==> src/source/noc_pkg.sv <==
package noc_pkg;

  localparam int n_ports    = 5;
  localparam int flit_w     = 32;
  localparam int fifo_depth = 4;
  localparam int fifo_aw    = $clog2(fifo_depth);
  localparam int cnt_w      = 16;
  localparam int cfg_aw     = 2;

  localparam logic [n_ports:0] st_idle = {{n_ports{1'b0}}, 1'b1};

  localparam logic [cfg_aw-1:0] addr_mask  = 2'd0;
  localparam logic [cfg_aw-1:0] addr_pkts  = 2'd1;
  localparam logic [cfg_aw-1:0] addr_flits = 2'd2;

  localparam logic [n_ports-1:0] mask_reset = '1;

  typedef enum logic [1:0] {
    kind_header = 2'd0,
    kind_body   = 2'd1,
    kind_tail   = 2'd2
  } flit_kind_t;

  typedef struct packed {
    flit_kind_t         kind;
    logic [3:0]         dst_x;
    logic [3:0]         dst_y;
    logic [7:0]         src;
    logic [flit_w-19:0] len;
  } hdr_view_t;

  typedef struct packed {
    flit_kind_t        kind;
    logic [flit_w-3:0] payload;
  } body_view_t;

  typedef union packed {
    hdr_view_t  hdr;
    body_view_t body;
  } flit_u;

  typedef struct packed {
    logic  valid;
    flit_u flit;
  } in_flit_t;

  typedef struct packed {
    flit_u flit;
    logic  rts;
  } link_t;

  typedef struct packed {
    logic              we;
    logic [cfg_aw-1:0] addr;
    logic [cnt_w-1:0]  wdata;
  } cfg_req_t;

endpackage

==> src/source/flit_fifo.sv <==
`timescale 1ns/100ps

module flit_fifo
  import noc_pkg::*;
(
  input  logic     clk,
  input  logic     rst,
  input  in_flit_t wr,
  input  logic     pop,
  output logic     req,
  output flit_u    head,
  output logic     credit
);

  flit_u mem [fifo_depth];

  logic [fifo_aw-1:0] rd_ptr;
  logic [fifo_aw-1:0] wr_ptr;
  logic [fifo_aw:0]   count;

  logic full;
  logic push;
  logic do_pop;

  function automatic logic [fifo_aw-1:0] next_ptr(input logic [fifo_aw-1:0] ptr);
    logic [fifo_aw-1:0] nxt;
    if (ptr == fifo_aw'(fifo_depth - 1)) begin
      nxt = '0;
    end else begin
      nxt = ptr + 1'b1;
    end
    return nxt;
  endfunction

  assign full   = (count == (fifo_aw + 1)'(fifo_depth));
  assign req    = (count != '0);
  assign push   = wr.valid && !full; // Sender holds a credit.
  assign do_pop = pop && req;
  assign head   = mem[rd_ptr];

  always_ff @(posedge clk) begin
    if (push) begin
      mem[wr_ptr] <= wr.flit;
    end
  end

  always_ff @(posedge clk) begin
    if (rst) begin
      rd_ptr <= '0;
      wr_ptr <= '0;
      count  <= '0;
      credit <= 1'b0;
    end else begin
      if (push) begin
        wr_ptr <= next_ptr(wr_ptr);
      end
      if (do_pop) begin
        rd_ptr <= next_ptr(rd_ptr);
      end
      case ({push, do_pop})
        2'b10:   count <= count + 1'b1;
        2'b01:   count <= count - 1'b1;
        default: count <= count;
      endcase
      credit <= do_pop; // One credit back per popped flit.
    end
  end

endmodule

==> src/source/out_arbiter.sv <==
`timescale 1ns/100ps

module out_arbiter
  import noc_pkg::*;
(
  input  logic               clk,
  input  logic               rst,
  input  logic [n_ports-1:0] req,
  input  logic [n_ports-1:0] en_mask,
  input  logic               dcts,
  output logic [n_ports-1:0] grant,
  output logic [n_ports-1:0] xbar_sel,
  output logic               rts
);

  // Bit 0 is idle, bit p+1 serves port p.
  logic [n_ports:0] state;
  logic [n_ports:0] next_state;

  logic [n_ports-1:0] eff_req;
  logic               rts_next;
  logic               stall;
  logic               xfer;
  int                 cur_port;

  // Index of the port being served, zero when idle.
  function automatic int sel_to_port(input logic [n_ports-1:0] sel);
    int port;
    port = 0;
    for (int i = 0; i < n_ports; i++) begin
      if (sel[i]) begin
        port = i;
      end
    end
    return port;
  endfunction

  // First requester at or after start, wrapping through L, N, E, W, S.
  function automatic logic [n_ports:0] rotate_pick(input logic [n_ports-1:0] r,
                                                   input int start);
    logic [n_ports:0] pick;
    int               idx;
    pick = st_idle;
    for (int i = n_ports - 1; i >= 0; i--) begin
      idx = start + i;
      if (idx >= n_ports) begin
        idx = idx - n_ports;
      end
      if (r[idx]) begin
        pick          = '0;
        pick[idx + 1] = 1'b1;
      end
    end
    return pick;
  endfunction

  assign eff_req  = req & en_mask;
  assign xbar_sel = state[n_ports:1];
  assign cur_port = sel_to_port(xbar_sel);
  assign stall    = rts && !dcts;
  assign xfer     = rts && dcts;
  assign grant    = xbar_sel & {n_ports{xfer}};

  always_comb begin
    next_state = rotate_pick(eff_req, cur_port);
  end

  always_comb begin
    if (stall) begin
      rts_next = 1'b1; // Keep offering until dcts.
    end else if (xfer) begin
      rts_next = 1'b0;
    end else begin
      // Raise only once the selection has settled.
      rts_next = (state != st_idle) && (next_state == state);
    end
  end

  always_ff @(posedge clk) begin
    if (rst) begin
      state <= st_idle;
      rts   <= 1'b0;
    end else begin
      if (!stall) begin
        state <= next_state;
      end
      rts <= rts_next;
    end
  end

endmodule

==> src/source/port_cfg.sv <==
`timescale 1ns/100ps

module port_cfg
  import noc_pkg::*;
(
  input  logic               clk,
  input  logic               rst,
  input  cfg_req_t           cfg,
  output logic [cnt_w-1:0]   rdata,
  output logic [n_ports-1:0] en_mask,
  input  logic               xfer,
  input  flit_u              xfer_flit
);

  logic [cnt_w-1:0] pkt_cnt;
  logic [cnt_w-1:0] flit_cnt;
  logic             is_head;
  logic             clr_pkts;
  logic             clr_flits;

  assign is_head   = (xfer_flit.hdr.kind == kind_header);
  assign clr_pkts  = cfg.we && (cfg.addr == addr_pkts);
  assign clr_flits = cfg.we && (cfg.addr == addr_flits);

  always_ff @(posedge clk) begin
    if (rst) begin
      en_mask  <= mask_reset;
      pkt_cnt  <= '0;
      flit_cnt <= '0;
    end else begin
      if (cfg.we && (cfg.addr == addr_mask)) begin
        en_mask <= cfg.wdata[n_ports-1:0];
      end
      if (clr_pkts) begin
        pkt_cnt <= '0;
      end else if (xfer && is_head && (pkt_cnt != '1)) begin
        pkt_cnt <= pkt_cnt + 1'b1; // Saturates.
      end
      if (clr_flits) begin
        flit_cnt <= '0;
      end else if (xfer && (flit_cnt != '1)) begin
        flit_cnt <= flit_cnt + 1'b1;
      end
    end
  end

  always_comb begin
    case (cfg.addr)
      addr_mask:  rdata = {{(cnt_w - n_ports){1'b0}}, en_mask};
      addr_pkts:  rdata = pkt_cnt;
      addr_flits: rdata = flit_cnt;
      default:    rdata = '0;
    endcase
  end

endmodule

==> src/source/out_link.sv <==
`timescale 1ns/100ps

module out_link
  import noc_pkg::*;
(
  input  logic               clk,
  input  logic               rst,
  input  flit_u              heads [n_ports],
  input  logic [n_ports-1:0] xbar_sel,
  input  logic               rts,
  input  logic               dcts,
  output link_t              link,
  output logic               xfer,
  output flit_u              xfer_flit
);

  flit_u sel_flit;
  flit_u hold;

  // One-hot select, nothing when idle.
  always_comb begin
    sel_flit = '0;
    for (int i = 0; i < n_ports; i++) begin
      if (xbar_sel[i]) begin
        sel_flit = heads[i];
      end
    end
  end

  always_ff @(posedge clk) begin
    if (rst) begin
      hold <= '0;
    end else if (!rts) begin
      hold <= sel_flit; // Frozen while offered.
    end
  end

  assign link.flit = hold;
  assign link.rts  = rts;
  assign xfer      = rts && dcts;
  assign xfer_flit = hold;

endmodule

==> src/source/out_port_top.sv <==
`timescale 1ns/100ps

module out_port_top
  import noc_pkg::*;
(
  input  logic               clk,
  input  logic               rst,
  input  in_flit_t           in_flits [n_ports],
  output logic [n_ports-1:0] credits,
  input  logic               dcts,
  output link_t              link,
  input  cfg_req_t           cfg,
  output logic [cnt_w-1:0]   cfg_rdata
);

  logic [n_ports-1:0] req;
  logic [n_ports-1:0] grant;
  logic [n_ports-1:0] xbar_sel;
  logic [n_ports-1:0] en_mask;
  logic               rts;
  logic               xfer;
  flit_u              xfer_flit;
  flit_u              heads [n_ports];

  // Input buffers in L, N, E, W, S order.
  for (genvar p = 0; p < n_ports; p++) begin : g_in
    flit_fifo fifo_i (
      .clk    (clk),
      .rst    (rst),
      .wr     (in_flits[p]),
      .pop    (grant[p]),
      .req    (req[p]),
      .head   (heads[p]),
      .credit (credits[p])
    );
  end

  out_arbiter arb_i (
    .clk      (clk),
    .rst      (rst),
    .req      (req),
    .en_mask  (en_mask),
    .dcts     (dcts),
    .grant    (grant),
    .xbar_sel (xbar_sel),
    .rts      (rts)
  );

  port_cfg cfg_i (
    .clk       (clk),
    .rst       (rst),
    .cfg       (cfg),
    .rdata     (cfg_rdata),
    .en_mask   (en_mask),
    .xfer      (xfer),
    .xfer_flit (xfer_flit)
  );

  out_link link_i (
    .clk       (clk),
    .rst       (rst),
    .heads     (heads),
    .xbar_sel  (xbar_sel),
    .rts       (rts),
    .dcts      (dcts),
    .link      (link),
    .xfer      (xfer),
    .xfer_flit (xfer_flit)
  );

endmodule

==> config.mk <==
export PLATFORM = sky130hd
export DESIGN_NAME = out_port_top
export DESIGN_NICKNAME = d
export VERILOG_FILES = /design/src/source/noc_pkg.sv /design/src/source/flit_fifo.sv /design/src/source/out_arbiter.sv /design/src/source/port_cfg.sv /design/src/source/out_link.sv /design/src/source/out_port_top.sv
export SDC_FILE = /design/constraint.sdc
export NUM_CORES = 1
export LEC_CHECK = 0
export BUFFER_PORTS_ARGS = -buffer_cell sky130_fd_sc_hd__buf_2
export CELL_PAD_IN_SITES_DETAIL_PLACEMENT = 0
export CELL_PAD_IN_SITES_GLOBAL_PLACEMENT = 2
export CORE_UTILIZATION = 45
export DETAILED_ROUTE_END_ITERATION = 6
export GPL_ROUTABILITY_DRIVEN = 1
export PLACE_DENSITY = 0.77
export SYNTH_ARGS = -nofsm -noshare
export SYNTH_HDL_FRONTEND = slang
export SYNTH_HIERARCHICAL = 1
export SYNTH_SLANG_ARGS = --single-unit
==> constraint.sdc <==
create_clock -name clk -period 4.68 [get_ports clk]
set_input_delay 0.234 -clock clk [delete_from_list [all_inputs] [get_ports clk]]
set_output_delay 0.234 -clock clk [all_outputs]
set_load 0.05 [all_outputs]
==> impl_metrics.env <==
export IMPL_die_area_mm2=0.0725
export IMPL_cts_path_max_buffers=3
export IMPL_synth_area_mm2=0.0322
export IMPL_drive_gt1_share_pct=26.6
export IMPL_arrival_ns=4.67
export IMPL_wire_per_inst_um=23.3
export IMPL_hp_class="in2reg"
export IMPL_grt_usage_pct=21.6
export IMPL_grt_pass1_wl_um=119000
export IMPL_end_kind="register"
export IMPL_most_common_layout_cells="640 x edfxtp_1, 228 x buf_2, 171 x dlygate4sd3_1, 160 x mux4_2, 117 x dfxtp_1"
export IMPL_vdd_ir_drop_max_uv=307
export IMPL_holdWs_ns=0.128
export IMPL_placed_area_mm2=0.0343
export IMPL_root_buffer="clkbuf_16"
export IMPL_globalRouteMet2Util_pct=34.2
export IMPL_setup_viol=0
export IMPL_fin_cells=3379
export IMPL_cts_resized=0
export IMPL_startpoint_type="register"
export IMPL_fp_coreArea_mm2=0.0704
export IMPL_nets=2602
export IMPL_drt_pass1_iter_count=5
export IMPL_worstSetupPathType="reg2reg"
export IMPL_clkTransAtPathRegs_ns=0.06
export IMPL_slowest_delay_ns=0.59
export IMPL_post_route_util_pct=55.2
export IMPL_dp_cells=3048
export IMPL_die_x_um=269
export IMPL_final_area_mm2=0.0388
export IMPL_synth_warnings=6
export IMPL_antenna_found_initial=13
export IMPL_p_leak_nw=13.3
export IMPL_area_growth_pct=20.8
export IMPL_period_minus_slack_ns=4.22
export IMPL_worstMarginPinSlew_ns=1.17
export IMPL_crit_required_ns=5.13
export IMPL_wl_um=78800
export IMPL_core_rowCount=97
export IMPL_slew_viol_final=0
export IMPL_cp_cell_sequence="buf_4 > o21ai_0 > ha_1 > ha_1 > buf_4 > nand2b_1 > o22ai_2 > nand3_1 > a21oi_2 > nor2_1 > or4_1 > a21o_1 > a211oi_1 > o32ai_2"
export IMPL_vias=19100
export IMPL_cts_sinks=766
export IMPL_io_buffers=229
export IMPL_finClkSkew_ns=0.0279
export IMPL_crit_fanout=44
export IMPL_fin_ws_ns=0.458
export IMPL_detail_route_antenna_nets=0
export IMPL_cts_buffers=82
export IMPL_syn_inst=1935
export IMPL_grt_max_degree=84
export IMPL_final_hold_violation_count=0
export IMPL_fp_dieH_um=269
export IMPL_place_congestion=0.840
export IMPL_tns_ns=0
export IMPL_vias_per_cell=5.65
export IMPL_power_mw=17.3
export IMPL_drc=0
export IMPL_hpwl_um=52300
export IMPL_max_freq_mhz=237
export IMPL_slowest_stage="or4_1"
export IMPL_power_density_mw_per_mm2=445
export IMPL_grt_use_met1_pct=31.3
export IMPL_drv_cap=0
export IMPL_place_ws_ns=0.535
export IMPL_grt_pass1_vias=19000
export IMPL_cts_tree="yes"
export IMPL_synth_avg_cell_area_um2=16.6
export IMPL_busiest_layer="met2"
export IMPL_overflow=0
export IMPL_drt_iter0_markers=1500
export IMPL_htree_levels=3
export IMPL_initial_core_util_pct=45.7
export IMPL_ios=241
export IMPL_final_common_cell="edfxtp_1"
export IMPL_use_met3_pct=3.81
export IMPL_clkLatencyLatePin_ns=0.63
export IMPL_status="finished clean"
export IMPL_grt_setup_unrepaired="false"
export IMPL_relSlewSlack_pct=21.6
export IMPL_fin_crit_sh_pct=90.2
==> repair_timing <==
item                                   CTS  global route
hold buffers                           171             0
buffers inserted                         0             0
endpoints found under the hold margin  663             0
==> worst max-delay path: cells and delay by family, from the launching register on <==
kind / cells / cell delay, ns
DFF: 1 / 0.32
buffers and inverters: 2 / 0.61
and+or+nand+nor: 4 / 0.99
AOI/OAI and AO/OA: 6 / 1.51
adders and majority gates: 2 / 0.61
==> power breakdown <==
part	leakage, nW	internal, mW	switching (mW)
combinational	5.02	0.983	1.80
clock	1.36	3.94	2.67
sequential	6.91	7.77	0.139
total	13.3	12.7	4.61
==> area by class of cell <==
| type | instances | area, um2 |
|---|---|---|
| clock buffers | 104 | 2220 |
| diodes | 7 | 17.5 |
| multi-input cells | 959 | 9490 |
| inverters | 109 | 409 |
| fillers | 5655 | 31600 |
| flip-flops and latches | 766 | 21800 |
| clock inverters | 49 | 577 |
| repair buffers | 445 | 3200 |
| well taps | 940 | 1180 |
==> sequential cells by signal (all words and copies together), names as in the netlist, named ones only <==
signal,count
g_in.fifo_i/rd_ptr,10
g_in.fifo_i/wr_ptr,10
arb_i/rts,1
g_in.fifo_i/mem,640
g_in.fifo_i/count,15
cfg_i/en_mask,5
link_i/xfer_flit,32
cfg_i/pkt_cnt,16
g_in.fifo_i/credit,5
cfg_i/flit_cnt,16
arb_i/state,6
==> routing by layer <==
metal / vias to the layer above / share of wire [%]
met5: - / 0.10
met4: 12 / 1.5
met3: 101 / 6.1
met2: 565 / 47
met1: 9767 / 45
li1: 8635 / -
==> worst paths after layout <==
path                                                   startpoint                           endpoint  slack, ns  cells after the start
worst max register to register        arb_i/state[3]$_SDFFE_PP0N_               arb_i/rts$_SDFF_PP0_       0.46                     14
worst max-delay path                  arb_i/state[3]$_SDFFE_PP0N_               arb_i/rts$_SDFF_PP0_       0.46                     14
worst min-delay path                                      cfg[18]    cfg_i/flit_cnt[12]$_SDFFE_PP0P_       0.13                      4
worst min register to register  link_i/xfer_flit[10]$_SDFFE_PP0N_  link_i/xfer_flit[10]$_SDFFE_PP0N_       0.47                      2
Note: power is estimated with default switching activity, not from simulation.
